File: src/rtl/coreDefs.sv
package coreDefs;

	////////////////////
	// Opcode field encodings
	localparam logic [5:0] OP_R     = 6'b000000;
	localparam logic [5:0] OP_ADDI  = 6'b001000;
	localparam logic [5:0] OP_ADDIU = 6'b001001;
	localparam logic [5:0] OP_ANDI  = 6'b001100;
	localparam logic [5:0] OP_ORI   = 6'b001101;
	localparam logic [5:0] OP_LUI   = 6'b001111;

	////////////////////
	// Funct field encodings of R-type
	localparam logic [5:0] FN_SRL   = 6'b000010;
	localparam logic [5:0] FN_MFHI  = 6'b010000;
	localparam logic [5:0] FN_MTHI  = 6'b010001;
	localparam logic [5:0] FN_MFLO  = 6'b010010;
	localparam logic [5:0] FN_MTLO  = 6'b010011;
	localparam logic [5:0] FN_MULT  = 6'b011000;
	localparam logic [5:0] FN_MULTU = 6'b011001;
	localparam logic [5:0] FN_DIV   = 6'b011010;
	localparam logic [5:0] FN_DIVU  = 6'b011011;
	localparam logic [5:0] FN_ADD   = 6'b100000;
	localparam logic [5:0] FN_ADDU  = 6'b100001;
	localparam logic [5:0] FN_SUB   = 6'b100010;
	localparam logic [5:0] FN_AND   = 6'b100100;
	localparam logic [5:0] FN_OR    = 6'b100101;
	localparam logic [5:0] FN_SLT   = 6'b101010;
	localparam logic [5:0] FN_SLTU  = 6'b101011;

	////////////////////
	// Execution unit operations
	typedef enum logic [2:0] {
		ALU_ADD, ALU_SUB, ALU_AND, ALU_OR,
		ALU_LUI, ALU_SLT, ALU_SLTU, ALU_SRL
	} aluOpE;

	typedef enum logic [3:0] {
		MDU_NONE, MDU_MULT, MDU_MULTU, MDU_DIV, MDU_DIVU,
		MDU_MFHI, MDU_MFLO, MDU_MTHI, MDU_MTLO
	} mduOpE;

	// Busy cycles after a start
	localparam int MULT_CYCLES = 5;
	localparam int DIV_CYCLES  = 10;

endpackage
File: src/rtl/ctrlIf.sv
interface ctrlIf import coreDefs::*; ();

	aluOpE aluOp;
	logic  srcImm;     // B operand from immediate
	logic  immSigned;  // Sign extend imm
	logic  regDst;     // 1 selects rd, 0 selects rt
	logic  regWrite;
	logic  selMdu;     // Write data from HI/LO
	mduOpE mduOp;
	logic  trapOv;     // Trap on signed overflow
	logic  resIns;     // Reserved instruction

	modport decode (output aluOp, srcImm, immSigned, regDst, regWrite,
		selMdu, mduOp, trapOv, resIns);

	modport exec (input aluOp, srcImm, immSigned, regDst, regWrite,
		selMdu, mduOp, trapOv, resIns);

endinterface

File: src/rtl/alu.sv
module alu import coreDefs::*; (
	input  logic [31:0] a,
	input  logic [31:0] b,
	input  logic [4:0]  shamt,
	ctrlIf.exec         ctrl,
	output logic [31:0] result,
	output logic        ovf
);

	logic [31:0] sum;
	logic [31:0] diff;
	logic        addOv;
	logic        subOv;

	assign sum  = a + b;
	assign diff = a - b;

	// Signed overflow from operand and result signs
	assign addOv = (a[31] == b[31]) && (sum[31] != a[31]);
	assign subOv = (a[31] != b[31]) && (diff[31] != a[31]);

	always_comb begin
		unique case (ctrl.aluOp)
			ALU_ADD:  result = sum;
			ALU_SUB:  result = diff;
			ALU_AND:  result = a & b;
			ALU_OR:   result = a | b;
			ALU_LUI:  result = {b[15:0], 16'd0};
			ALU_SLT:  result = {31'd0, $signed(a) < $signed(b)};
			ALU_SLTU: result = {31'd0, a < b};
			ALU_SRL:  result = b >> shamt;
			default:  result = sum;
		endcase
	end

	assign ovf = ctrl.trapOv && ((ctrl.aluOp == ALU_ADD && addOv) ||
		(ctrl.aluOp == ALU_SUB && subOv));

endmodule

File: src/flat_wrapper.sv
// flat-port wrapper written by rule: the top's interface ports become plain ports
module alu_flat import coreDefs::*;
  (a, b, shamt, result, ovf, ctrl_aluOp, ctrl_srcImm, ctrl_immSigned, ctrl_regDst, ctrl_regWrite, ctrl_selMdu, ctrl_mduOp, ctrl_trapOv, ctrl_resIns);
  ctrlIf ctrl_i ();
  input  logic [31:0] a;
  input  logic [31:0] b;
  input  logic [4:0] shamt;
  output logic [31:0] result;
  output logic ovf;
  input wire logic [$bits(ctrl_i.aluOp)-1:0] ctrl_aluOp;
  input wire logic [$bits(ctrl_i.srcImm)-1:0] ctrl_srcImm;
  input wire logic [$bits(ctrl_i.immSigned)-1:0] ctrl_immSigned;
  input wire logic [$bits(ctrl_i.regDst)-1:0] ctrl_regDst;
  input wire logic [$bits(ctrl_i.regWrite)-1:0] ctrl_regWrite;
  input wire logic [$bits(ctrl_i.selMdu)-1:0] ctrl_selMdu;
  input wire logic [$bits(ctrl_i.mduOp)-1:0] ctrl_mduOp;
  input wire logic [$bits(ctrl_i.trapOv)-1:0] ctrl_trapOv;
  input wire logic [$bits(ctrl_i.resIns)-1:0] ctrl_resIns;
  assign ctrl_i.aluOp = ctrl_aluOp;
  assign ctrl_i.srcImm = ctrl_srcImm;
  assign ctrl_i.immSigned = ctrl_immSigned;
  assign ctrl_i.regDst = ctrl_regDst;
  assign ctrl_i.regWrite = ctrl_regWrite;
  assign ctrl_i.selMdu = ctrl_selMdu;
  assign ctrl_i.mduOp = ctrl_mduOp;
  assign ctrl_i.trapOv = ctrl_trapOv;
  assign ctrl_i.resIns = ctrl_resIns;
  alu u_core (.a(a), .b(b), .shamt(shamt), .ctrl(ctrl_i), .result(result), .ovf(ovf));
endmodule
File: config.mk
export PLATFORM = sky130hd
export DESIGN_NAME = alu_flat
export DESIGN_NICKNAME = d
export VERILOG_FILES = /design/src/rtl/coreDefs.sv /design/src/rtl/ctrlIf.sv /design/src/rtl/alu.sv /design/src/flat_wrapper.sv
export SDC_FILE = /design/constraint.sdc
export NUM_CORES = 1
export LEC_CHECK = 0
export BUFFER_PORTS_ARGS = -buffer_cell sky130_fd_sc_hd__buf_2
export CAP_MARGIN = 20
export CORE_ASPECT_RATIO = 0.5
export CORE_MARGIN = 1.5
export CORE_UTILIZATION = 29
export DETAILED_ROUTE_END_ITERATION = 10
export PLACE_DENSITY = 0.54
export SETUP_SLACK_MARGIN = 0.05
export SYNTH_ARGS = -nofsm -noshare
export SYNTH_HDL_FRONTEND = slang
export SYNTH_SLANG_ARGS = --single-unit
File: constraint.sdc
create_clock -name vclk -period 4.44
set_input_delay 0.666 -clock vclk [all_inputs]
set_output_delay 0.666 -clock vclk [all_outputs]
set_load 0.05 [all_outputs]
==> Yosys cells after proc, flatten, opt, wreduce, memory -nomap -nowiden <==
Cells that the tools add are included.
{ "word_totals": {"register_bits": 0, "out_inout_bits": 33, "wordCells": 26} }
{ "op_classes": {"n_addsub": 2, "n_lt_le_gt_ge": 2, "n_eq_ne": 11, "shifts": 1, "n_mux": 1, "bitwise": 2, "reduce_logical": 7} }
{ "op_table": {"columns": ["op", "count"], "rows": [
  ["32-bit one-hot mux with 8 select lines", 1],
  ["32-bit less-than comparator", 2],
  ["32-bit adder", 1],
  ["32-bit AND", 1],
  ["32-bit bitwise OR", 1],
  ["32-bit by 5-bit >> shifter with 32-bit output", 1],
  ["32-bit subtractor", 1],
  ["3-bit == test (second input constant)", 4],
  ["3-bit by 2-bit == test with 1-bit output (second input constant)", 2],
  ["1-bit logical AND", 5],
  ["3-bit by 1-bit == test with 1-bit output (second input constant)", 1],
  ["3-bit logical NOT", 1],
  ["1-bit != test", 3],
  ["1-bit == test", 1],
  ["1-bit logical OR", 1]
]} }

==> Longest topological paths before layout <==
{ "logic_depth": {"ltp_word": 6, "depth_mapped": 11, "mapped_depth_nobuf": 11} }

==> Worst setup path after synthesis <==
No wires, ideal clock.
{ "synth_timing": {"path_kind": "input to output", "from": "input port a[5]", "to": "output port result[31]", "arrival_time_ps": 3811, "t_required_ps": 3774, "setup_slack_ps": -37, "path_stages": 10, "path_buffers": 0, "cell_sequence": "inv_1 -> ha_1 -> and4_1 -> a221oi_1 -> o21ai_1 -> o2111a_1 -> o2111ai_2 -> a21oi_1 -> a211o_1 -> a221oi_1"} }
{ "synth_via": {"elab_chain_cells": 2, "elab_cells_between_ends": 3, "classes_between": "add/sub: 2; mux: 1"} }
{ "synth_rtl": {"columns": ["element", "line_no", "source"], "rows": [
  ["start: declaration", "flat_wrapper.sv:5", "input logic [31:0] a;"],
  ["32-bit subtractor or 32-bit adder (tied branches)", "alu.sv:16, alu.sv:15", null],
  ["32-bit one-hot mux with 8 select lines *", "alu.sv:23", "unique case (ctrl.aluOp)"],
  ["end: declaration", "flat_wrapper.sv:8", "output logic [31:0] result;"]
]} }
Every way passes the cells marked *; elsewhere a longest branch is shown, timed or not.

==> Worst setup path after layout <==
{ "layout_timing": {"from": "input port b[1]", "to": "output port result[25]"} }
{ "layout_via": {"elab_chain_cells": 2, "elab_cells_between_ends": 4, "classes_between": "add/sub: 2; shift: 1; mux: 1"} }
{ "layout_rtl": {"columns": ["element", "line_no", "source"], "rows": [
  ["start: declaration", "flat_wrapper.sv:6", "input logic [31:0] b;"],
  ["32-bit subtractor (tied with other cells)", "alu.sv:16", "assign diff = a - b;"],
  ["32-bit one-hot mux with 8 select lines *", "alu.sv:23", null]
]} }
Marked as above.

==> results.md <==
* Most used cell, CP: buf_4
* Final std cells w/o fill at 1480
* Routed length per instance at ~23 um
* Setup TNS at 0 ps
* Worst Tran Pin Value at 744 ps
* Num sequential at 0
* Distinct cells, synth at 78
* Largest net degree at the start of global routing at 39
* Die area at 0.0246 mm^2
* CP bufs+invs at 4
* WL met3 at ~3.4 mm
* Met2 Wirelength at 13.9 mm
* Post-CTS Hold Fix Bufs at 0
* Post-layout min period at approximately 4300 ps
* RSZ-0062 raised after global routing: true
* Crit-path cells: buf_2 > inv_1 > ha_1 > nor2_1 > o211ai_1 > a31oi_2 > a31oi_4 > o311ai_4 > buf_4 > nand4_1 > a211oi_1 > nand4b_1 > buf_4
* CP Data Arrival Time at 3620 ps
* PortBufs at 106
* Worst hold path cell count at 3
* Area grow syn2layout at 26.4%
* Synth Instances at 1008
* Antenna-violating nets left at 0
* Cell row count at 39
* Max Slew Vio Count at 0
* IO Pins at 116
* CP endpoint kind: output pin
* GRT Overall Usage at 26.2%
* Synth top area share at 17.5%
* Number of vias per cell at 5.98
* Most common cell in the synthesized netlist: inv_1
* Startpoint Class: primary input
* Synth area leaders: ha_1, a21oi_1, mux4_2
* Power, Total at 1370 uW
* Initial antenna violation count at 0
* Post-Syn Nets at 1189
* NumNets Final at between 1000 and 1500
* Mapped Area at 0.00686 mm^2
* Hpwl dp at around 28 mm
* Cell Pwr Density at 158 mW/mm^2
* Setup Viol. Count Final at 0
* Worst Hold Class: in -> out
* Met1 Wirelength at 15.6 mm
* Critical path class: in -> out
* Hold Worst Slack at 1730 ps
* Via count at 8850
* Hold Path Sink: ovf
* Area leader, netlist: ha_1
* Fillers at between 2000 and 3000
* Core Area at between 0.02 and 0.025 mm^2
* Die height at 112 um
* Period utilization at 96.6%
* Placed cell count at 1475
* Vias in the first global route at 8304
* Effective utilization at floorplan at 29.8%
* Slew HR at 49.1%
* Status: finished, violations left
* Grt ovf at 0
* Worst Hold Launch: ctrl_trapOv
* GP Congestion at 0.995
* Layout clock buffer count at 0
* Crit-path leading delay family: compound AO/OA/AOI/OAI gates
* Antenna cells at 0
* Final Hold Fails at 0
* Failing checks: design-rule violations
* Share of post-route cells with drive strength above 1 at 26.5%
* Multi-input logic area at around 0.0063 mm^2
* Syn Area/Cell at roughly 6.8 um^2
* Sequential Area at 0 um^2
* Cell area after layout at 0.00867 mm^2
* Die width at about 220 um
* Worst ir drop on vdd at between 0.05 and 0.06 mV
* Global-route wire length before repair at ~50 mm
* Max Cap Violations at 0
* DRC Markers at 3
* Top layer in use: met4
* Critical Path RT at around 3800 ps
* CP peak stage delay at 350 ps
* Placed Area at 0.00843 mm^2
* Initial DRC Count at 1164
* Fmax at 0.233 GHz
* Final WL at about 34 mm
* Commonest cells in the netlist: inv_1, nor2_1, ha_1
* Leakage at 0.00403 uW
* Sequential fraction of the synthesis area at 0%
* Critical Path Fanout Max at 5
* Slowest cell on crit path: a31oi_2
* Pre-Repair DR Iteration Count at 11
* Ys Warns at 0
[stage by stage]
stage	utilization [%]	worst slack, ps
3_3_place_gp	36.6	-14.6
2_1_floorplan	-	50.8
3_5_place_dp	36.6	-59.6
4_1_cts	36.7	64.3
6_report	37.6	153
5_1_grt	37.6	16.8
[power breakdown]
part	leakage [uW]	internal (uW)	switching, uW
clock network	0	0	0
logic	0.00403	497	875
registers	0	0	0
total	0.00403	497	875
[placed cells by master (no fill, tap or decap), types with 9 or more instances in the layout]
master,count
nand4_1,14
nand2b_1,9
a21oi_1,87
nand3_1,13
nor3_1,23
a21o_1,18
nor2b_1,10
buf_4,132
a221oi_1,21
nor2_1,100
o21bai_1,11
ha_1,94
buf_2,96
o22ai_1,18
a222oi_1,9
nor4_1,11
mux2_2,12
o21ai_0,63
mux2i_1,40
inv_1,104
nand2_1,77
o211ai_1,20
a211oi_1,16
mux4_2,18
[worst max path at each step]
stage | startpoint | slack (ps) | end | cells after the start
3_3_place_gp | a[0] | -10 | result[28] | 14
6_report | b[1] | 150 | result[25] | 13
3_5_place_dp | a[0] | -60 | result[28] | 14
4_1_cts | a[1] | 60 | result[25] | 13
5_1_grt | b[1] | 20 | result[23] | 15
2_1_floorplan | a[0] | 50 | result[24] | 10
[area by class of cell]
| type | instances | share of cell area, % |
|---|---|---|
| well taps | 307 | 4.43 |
| repair buffers | 235 | 17.8 |
| multi-input cells | 832 | 73.2 |
| inverters | 106 | 4.59 |
[kinds of logic after synthesis]
| kind of cell | share of synthesized area [%] |
|---|---|
| AOI/OAI and AO/OA | 37.8 |
| xor gates and xnor gates | 0.766 |
| adders and majority gates | 18.1 |
| buffers and inverters | 10.1 |
| muxes | 13.7 |
| and+or+nand+nor | 19.6 |
[what timing repair did]
item | CTS | global route
setup endpoints to repair | 9 | 16
setup buffers | 0 | 5
endpoints found under the hold margin | 0 | 0
pin swaps | 1 | 12
resized for setup | 8 | 41
[layer usage]
| layer | GRT usage, % | vias to the layer above |
|---|---|---|
| li1 | - | 4109 |
| met1 | 38.8 | 4238 |
| met2 | 39.7 | 464 |
| met3 | 4.84 | 39 |
| met4 | 3.92 | 0 |
| met5 | 0 | - |
Power figures use the tool's default switching activity.
