--- src/rtl/coreDefs.sv ---
package coreDefs;

	////////////////////
	// Opcode field encodings
	localparam logic [5:0] OP_R     = 6'b000000;
	localparam logic [5:0] OP_ADDI  = 6'b001000;
	localparam logic [5:0] OP_ADDIU = 6'b001001;
	localparam logic [5:0] OP_ANDI  = 6'b001100;
	localparam logic [5:0] OP_ORI   = 6'b001101;
	localparam logic [5:0] OP_LUI   = 6'b001111;

	////////////////////
	// Funct field encodings of R-type
	localparam logic [5:0] FN_SRL   = 6'b000010;
	localparam logic [5:0] FN_MFHI  = 6'b010000;
	localparam logic [5:0] FN_MTHI  = 6'b010001;
	localparam logic [5:0] FN_MFLO  = 6'b010010;
	localparam logic [5:0] FN_MTLO  = 6'b010011;
	localparam logic [5:0] FN_MULT  = 6'b011000;
	localparam logic [5:0] FN_MULTU = 6'b011001;
	localparam logic [5:0] FN_DIV   = 6'b011010;
	localparam logic [5:0] FN_DIVU  = 6'b011011;
	localparam logic [5:0] FN_ADD   = 6'b100000;
	localparam logic [5:0] FN_ADDU  = 6'b100001;
	localparam logic [5:0] FN_SUB   = 6'b100010;
	localparam logic [5:0] FN_AND   = 6'b100100;
	localparam logic [5:0] FN_OR    = 6'b100101;
	localparam logic [5:0] FN_SLT   = 6'b101010;
	localparam logic [5:0] FN_SLTU  = 6'b101011;

	////////////////////
	// Execution unit operations
	typedef enum logic [2:0] {
		ALU_ADD, ALU_SUB, ALU_AND, ALU_OR,
		ALU_LUI, ALU_SLT, ALU_SLTU, ALU_SRL
	} aluOpE;

	typedef enum logic [3:0] {
		MDU_NONE, MDU_MULT, MDU_MULTU, MDU_DIV, MDU_DIVU,
		MDU_MFHI, MDU_MFLO, MDU_MTHI, MDU_MTLO
	} mduOpE;

	// Busy cycles after a start
	localparam int MULT_CYCLES = 5;
	localparam int DIV_CYCLES  = 10;

endpackage
--- src/rtl/ctrlIf.sv ---
interface ctrlIf import coreDefs::*; ();

	aluOpE aluOp;
	logic  srcImm;     // B operand from immediate
	logic  immSigned;  // Sign extend imm
	logic  regDst;     // 1 selects rd, 0 selects rt
	logic  regWrite;
	logic  selMdu;     // Write data from HI/LO
	mduOpE mduOp;
	logic  trapOv;     // Trap on signed overflow
	logic  resIns;     // Reserved instruction

	modport decode (output aluOp, srcImm, immSigned, regDst, regWrite,
		selMdu, mduOp, trapOv, resIns);

	modport exec (input aluOp, srcImm, immSigned, regDst, regWrite,
		selMdu, mduOp, trapOv, resIns);

endinterface

--- src/rtl/ctrlDecoder.sv ---
module ctrlDecoder import coreDefs::*; (
	input logic [31:0] instr,
	ctrlIf.decode      ctrl
);

	wire [5:0] op    = instr[31:26];
	wire [5:0] funct = instr[5:0];
	wire       isR   = (op == OP_R);

	////////////////////
	// One flag per kept instruction
	wire iNop   = (instr == 32'd0);
	wire iAdd   = isR && (funct == FN_ADD);
	wire iAddu  = isR && (funct == FN_ADDU);
	wire iSub   = isR && (funct == FN_SUB);
	wire iAnd   = isR && (funct == FN_AND);
	wire iOr    = isR && (funct == FN_OR);
	wire iSlt   = isR && (funct == FN_SLT);
	wire iSltu  = isR && (funct == FN_SLTU);
	wire iSrl   = isR && (funct == FN_SRL);
	wire iMult  = isR && (funct == FN_MULT);
	wire iMultu = isR && (funct == FN_MULTU);
	wire iDiv   = isR && (funct == FN_DIV);
	wire iDivu  = isR && (funct == FN_DIVU);
	wire iMfhi  = isR && (funct == FN_MFHI);
	wire iMflo  = isR && (funct == FN_MFLO);
	wire iMthi  = isR && (funct == FN_MTHI);
	wire iMtlo  = isR && (funct == FN_MTLO);
	wire iAddi  = (op == OP_ADDI);
	wire iAddiu = (op == OP_ADDIU);
	wire iAndi  = (op == OP_ANDI);
	wire iOri   = (op == OP_ORI);
	wire iLui   = (op == OP_LUI);

	wire rAlu = iAdd | iAddu | iSub | iAnd | iOr | iSlt | iSltu | iSrl;
	wire immOp = iAddi | iAddiu | iAndi | iOri | iLui;
	wire mduAny = iMult | iMultu | iDiv | iDivu | iMfhi | iMflo | iMthi | iMtlo;

	////////////////////
	// Control fields
	assign ctrl.srcImm    = immOp;
	assign ctrl.immSigned = iAddi | iAddiu;  // andi, ori, lui zero extend
	assign ctrl.regDst    = rAlu | iMfhi | iMflo;
	assign ctrl.regWrite  = rAlu | immOp | iMfhi | iMflo;
	assign ctrl.selMdu    = iMfhi | iMflo;
	assign ctrl.trapOv    = iAdd | iSub | iAddi;
	assign ctrl.resIns    = !(iNop | rAlu | immOp | mduAny);

	always_comb begin
		ctrl.aluOp = ALU_ADD;  // add, addu, addi, addiu
		if (iSub)
			ctrl.aluOp = ALU_SUB;
		else if (iAnd | iAndi)
			ctrl.aluOp = ALU_AND;
		else if (iOr | iOri)
			ctrl.aluOp = ALU_OR;
		else if (iLui)
			ctrl.aluOp = ALU_LUI;
		else if (iSlt)
			ctrl.aluOp = ALU_SLT;
		else if (iSltu)
			ctrl.aluOp = ALU_SLTU;
		else if (iSrl)
			ctrl.aluOp = ALU_SRL;
	end

	always_comb begin
		ctrl.mduOp = MDU_NONE;
		if (iMult)
			ctrl.mduOp = MDU_MULT;
		else if (iMultu)
			ctrl.mduOp = MDU_MULTU;
		else if (iDiv)
			ctrl.mduOp = MDU_DIV;
		else if (iDivu)
			ctrl.mduOp = MDU_DIVU;
		else if (iMfhi)
			ctrl.mduOp = MDU_MFHI;
		else if (iMflo)
			ctrl.mduOp = MDU_MFLO;
		else if (iMthi)
			ctrl.mduOp = MDU_MTHI;
		else if (iMtlo)
			ctrl.mduOp = MDU_MTLO;
	end

	// Only mfhi/mflo both write a register and touch the MDU
	always_comb begin
		assert (!(ctrl.regWrite && ctrl.mduOp != MDU_NONE) || ctrl.selMdu)
			else $error("decoder sets regWrite together with an MDU start");
	end

endmodule

--- src/flat_wrapper.sv ---
// flat-port wrapper written by rule: the top's interface ports become plain ports
module ctrlDecoder_flat import coreDefs::*;
  (instr, ctrl_aluOp, ctrl_srcImm, ctrl_immSigned, ctrl_regDst, ctrl_regWrite, ctrl_selMdu, ctrl_mduOp, ctrl_trapOv, ctrl_resIns);
  ctrlIf ctrl_i ();
  input logic [31:0] instr;
  output wire logic [$bits(ctrl_i.aluOp)-1:0] ctrl_aluOp;
  output wire logic [$bits(ctrl_i.srcImm)-1:0] ctrl_srcImm;
  output wire logic [$bits(ctrl_i.immSigned)-1:0] ctrl_immSigned;
  output wire logic [$bits(ctrl_i.regDst)-1:0] ctrl_regDst;
  output wire logic [$bits(ctrl_i.regWrite)-1:0] ctrl_regWrite;
  output wire logic [$bits(ctrl_i.selMdu)-1:0] ctrl_selMdu;
  output wire logic [$bits(ctrl_i.mduOp)-1:0] ctrl_mduOp;
  output wire logic [$bits(ctrl_i.trapOv)-1:0] ctrl_trapOv;
  output wire logic [$bits(ctrl_i.resIns)-1:0] ctrl_resIns;
  assign ctrl_aluOp = ctrl_i.aluOp;
  assign ctrl_srcImm = ctrl_i.srcImm;
  assign ctrl_immSigned = ctrl_i.immSigned;
  assign ctrl_regDst = ctrl_i.regDst;
  assign ctrl_regWrite = ctrl_i.regWrite;
  assign ctrl_selMdu = ctrl_i.selMdu;
  assign ctrl_mduOp = ctrl_i.mduOp;
  assign ctrl_trapOv = ctrl_i.trapOv;
  assign ctrl_resIns = ctrl_i.resIns;
  ctrlDecoder u_core (.instr(instr), .ctrl(ctrl_i));
endmodule
--- config.mk ---
export PLATFORM = sky130hd
export DESIGN_NAME = ctrlDecoder_flat
export DESIGN_NICKNAME = d
export VERILOG_FILES = /design/src/rtl/coreDefs.sv /design/src/rtl/ctrlIf.sv /design/src/rtl/ctrlDecoder.sv /design/src/flat_wrapper.sv
export SDC_FILE = /design/constraint.sdc
export NUM_CORES = 1
export LEC_CHECK = 0
export BUFFER_PORTS_ARGS = -buffer_cell sky130_fd_sc_hd__buf_4
export CAP_MARGIN = 20
export CORE_AREA = 3 3 40 42
export DETAILED_ROUTE_END_ITERATION = 6
export DIE_AREA = 0 0 43 45
export PLACE_DENSITY = 0.79
export SLEW_MARGIN = 15
export SYNTH_ARGS = -nofsm -noshare
export SYNTH_HDL_FRONTEND = slang
export SYNTH_SLANG_ARGS = --single-unit
--- constraint.sdc ---
create_clock -name vclk -period 1.9
set_input_delay 0.38 -clock vclk [all_inputs]
set_output_delay 0.38 -clock vclk [all_outputs]
set_load 0.1 [all_outputs]
==> out/metrics.yaml, run 1 <==
synth_top_family_by_area: "simple AND/OR/NAND/NOR gates"
synthMuxAreaShare: 0
worst_endpoint_kind: "output port"
initial_core_util: 0.330
synth_compound_area_frac: 0.265
outcome: "did not finish"
grt_max_degree: 11
synth_area_um2: 424
synth_top_area_cell: "nor4_1"
syn_nets: 99
fp.dieW_um: 43
place_ws_ns: -0.347
synth_area_leaders: "nor4_1 (7.4%), nor2_1 (6.2%), nand2b_1 (5.9%)"
error: "[ERROR DPL-0033] detailed placement checks failed during check placement."
repair-timing-grt-worst-ep: "ctrl_mduOp[0]"
dp_hpwl_um: 1710
syn-instance-count: 67
seq_area_frac_synth: 0
place_congestion: 0.712
synthAdderAreaFrac: 0
ios: 46
synth_cell_types: 31
die_h_um: 45
rows: 13
synth.avg_cell_area_um2: 6.33
port_buffers: 46
lastStage: "global routing (5_1_grt)"
yosys.area_share.xor_xnor: 0.0413
ys_warn_count: 0
synth-simple-area-share: 0.667
synth_top_area_frac: 0.0737
antenna_found_initial: 0
## kinds of logic after synthesis
logic type,after synthesis
simple gates,45
compound gates,17
buf+inv,3
xor+xnor,2
## stage by stage
stage / hold WS, ns / cells / utilization / cell area (um^2)
floorplan: 0.867 / 67 / - / 566
global placement: 1.29 / 143 / 0.815 / 1050
detailed placement: 1.29 / 143 / 0.815 / 1050
CTS: 1.24 / 143 / 0.969 / 1240
## cell usage after synthesis, types with 2 or more instances
cell,instances
nor2_1,7
or3_1,3
clkbuf_1,3
o21ai_0,3
nand2_1,4
and2_1,2
nand4_1,2
nor2b_1,3
a21oi_1,4
nor4_1,5
xnor2_1,2
nand2b_1,4
nand3_1,2
nor3_1,4
o2111ai_1,2
o21ai_1,2
## what timing repair did
action | in CTS
setup endpoints to repair | 13
cloned | 0
pin swaps | 9
resized for setup | 47
hold buffers | 0
setup buffers | 1
==> run 2: changes to the inputs <==
--- a/config.mk
+++ b/config.mk
@@ -7,10 +7,10 @@
 export LEC_CHECK = 0
 export BUFFER_PORTS_ARGS = -buffer_cell sky130_fd_sc_hd__buf_4
 export CAP_MARGIN = 20
-export CORE_AREA = 3 3 40 42
+export CORE_AREA = 3 3 64 66
 export DETAILED_ROUTE_END_ITERATION = 6
-export DIE_AREA = 0 0 43 45
-export PLACE_DENSITY = 0.79
+export DIE_AREA = 0 0 67 69
+export PLACE_DENSITY_LB_ADDON = 0.15
 export SLEW_MARGIN = 15
 export SYNTH_ARGS = -nofsm -noshare
 export SYNTH_HDL_FRONTEND = slang
==> run 2 against run 1 <==
  * The flow now finishes, with violations (setup timing)
  * Synthesized cell count did not move
  * Area after synthesis did not move
==> out/metrics.yaml, run 2 <==
outcome: "complete, but fails checks"
violations: "setup timing"
core_mm2: 0.00363
cap_violations: 0
finalSetupViolCount: 10
fin_area_mm2: 0.00134
finalCriticalPeriod_ns: 2.11
drive_gt1_frac: 0.710
grt-ovfl-total: 0
drv_slew: 0
max_clock_freq_mhz: 474
grt_first_pass_wirelength_um: 3650
ys_warn_count: 0
final_util: 0.369
cellPowerDensity_mw_per_mm2: 155
rsz0062_at_grt: "true"
die_area_mm2: 0.00462
vias_per_cell: 4.30
layout_setup_ws_ns: -0.208
syn_nets: 99
synthMostInstantiatedCell: "nor2_1"
wl_um: 2130
min_period_over_period: 1.11
syn-instance-count: 67
final_cell_mix: "buf_4 (47), buf_12 (12), buf_6 (7)"
hold_slack_ns: 1.23
hold_class: "in2out"
antenna_left: 0
cp.required_ns: 1.52
fp.dieW_um: 67
startpoint_type: "primary input"
ys_top_cells_by_count: "nor2_1 (7), nor4_1 (5)"
antenna_found_initial: 0
initial_core_util: 0.117
firstDrtPassIters: 4
synth_top_area_frac: 0.0737
holdCritStartpoint: "instr[0]"
clock_buffers: 0
p_leak_uw: 0.000508
track_usage: 0.0937
place_area_mm2: 0.00109
max_slew_margin: 0.775
synth_cell_types: 31
diodes: 0
seq_cell_count: 0
cp-startpoint: "instr[30]"
final.setup.tns_ns: -1.09
synth_area_um2: 424
crit_arrival_ns: 1.73
synth.avg_cell_area_um2: 6.33
first_global_vias: 828
tightest_slew_ns: 0.338
nNetsFinal: 165
layout_commonest_cell: "buf_4"
vias: 770
seq_area_frac_synth: 0
rows: 22
post_drt_wl_per_cell_um: 11.9
area.sequential_um2: 0
critical_path_class: "in2out"
dp_hpwl_um: 1840
syn_to_final_growth_pct: 217
synth_area_leaders: "nor4_1 (7.4%), nor2_1 (6.2%), nand2b_1 (5.9%)"
hold_violations: 0
vdd_drop_max_uv: 56.3
route.detailed.drc: 0
die_h_um: 69
grt_max_degree: 11
place_congestion: 0.750
cts_hold_buf: 0
p_total_uw: 209
synth_top_area_cell: "nor4_1"
crit_path_end_kind: "output port"
port_buffers: 46
ios: 46
critPathMaxFanout: 4
drt_iter0_drc: 22
## run 2: cell counts after synthesis
Identical to the previous run, type by type.
## run 2: worst paths after layout
check / slack, ns / endpoint / depth (start not counted)
max: -0.21 / ctrl_aluOp[1] / 5
min: 1.23 / ctrl_mduOp[0] / 4
## run 2: through the flow
stage	setup slack, ns	instances
floorplan	-0.637	67
global placement	-0.359	176
detailed placement	-0.364	176
CTS	-0.253	180
global route	-0.244	179
finish	-0.208	179
## run 2: critical path: stages
cell and delay [ns]:
buf_6 0.09, or3b_4 0.42, or4b_4 0.51, o2111ai_4 0.12, buf_12 0.20
## run 2: metal layers
metal | up-vias | global-route usage | share of wire
met1 | 367 | 0.113 | 0.38
met4 | 0 | 0.00450 | 0
met3 | 0 | 0.00977 | 0.043
met5 | - | 0 | 0
met2 | 17 | 0.180 | 0.58
li1 | 386 | - | -
## run 2: power breakdown
part	total, uW	internal (uW)	switching, uW
sequential	0	0	0
clock	0	0	0
combinational	209	106	102
total	209	106	102
## run 2: cell families (layout without fill, tap and decap cells)
| group | Yosys count | count (layout) | share of synthesized area |
|---|---|---|---|
| xor gates and xnor gates | 2 | 2 | 0.0413 |
| and+or+nand+nor | 45 | 45 | 0.667 |
| buffers and inverters | 3 | 67 | 0.0265 |
| AOI/OAI and AO/OA | 17 | 17 | 0.266 |
## run 2: cell type report
class                           instances  area (um^2)
Fill cell                             400         2290
Timing Repair Buffer                   67          687
Multi-Input combinational cell         64          596
Tap cell                               48         60.1
## run 2: timing repair
item / in CTS / in global routing
gates resized for setup: 49 / 5
endpoints found under the setup margin: 12 / 13
setup buffers: 4 / 0
pin swaps: 11 / 6
Note: power is estimated with default switching activity, not from simulation.
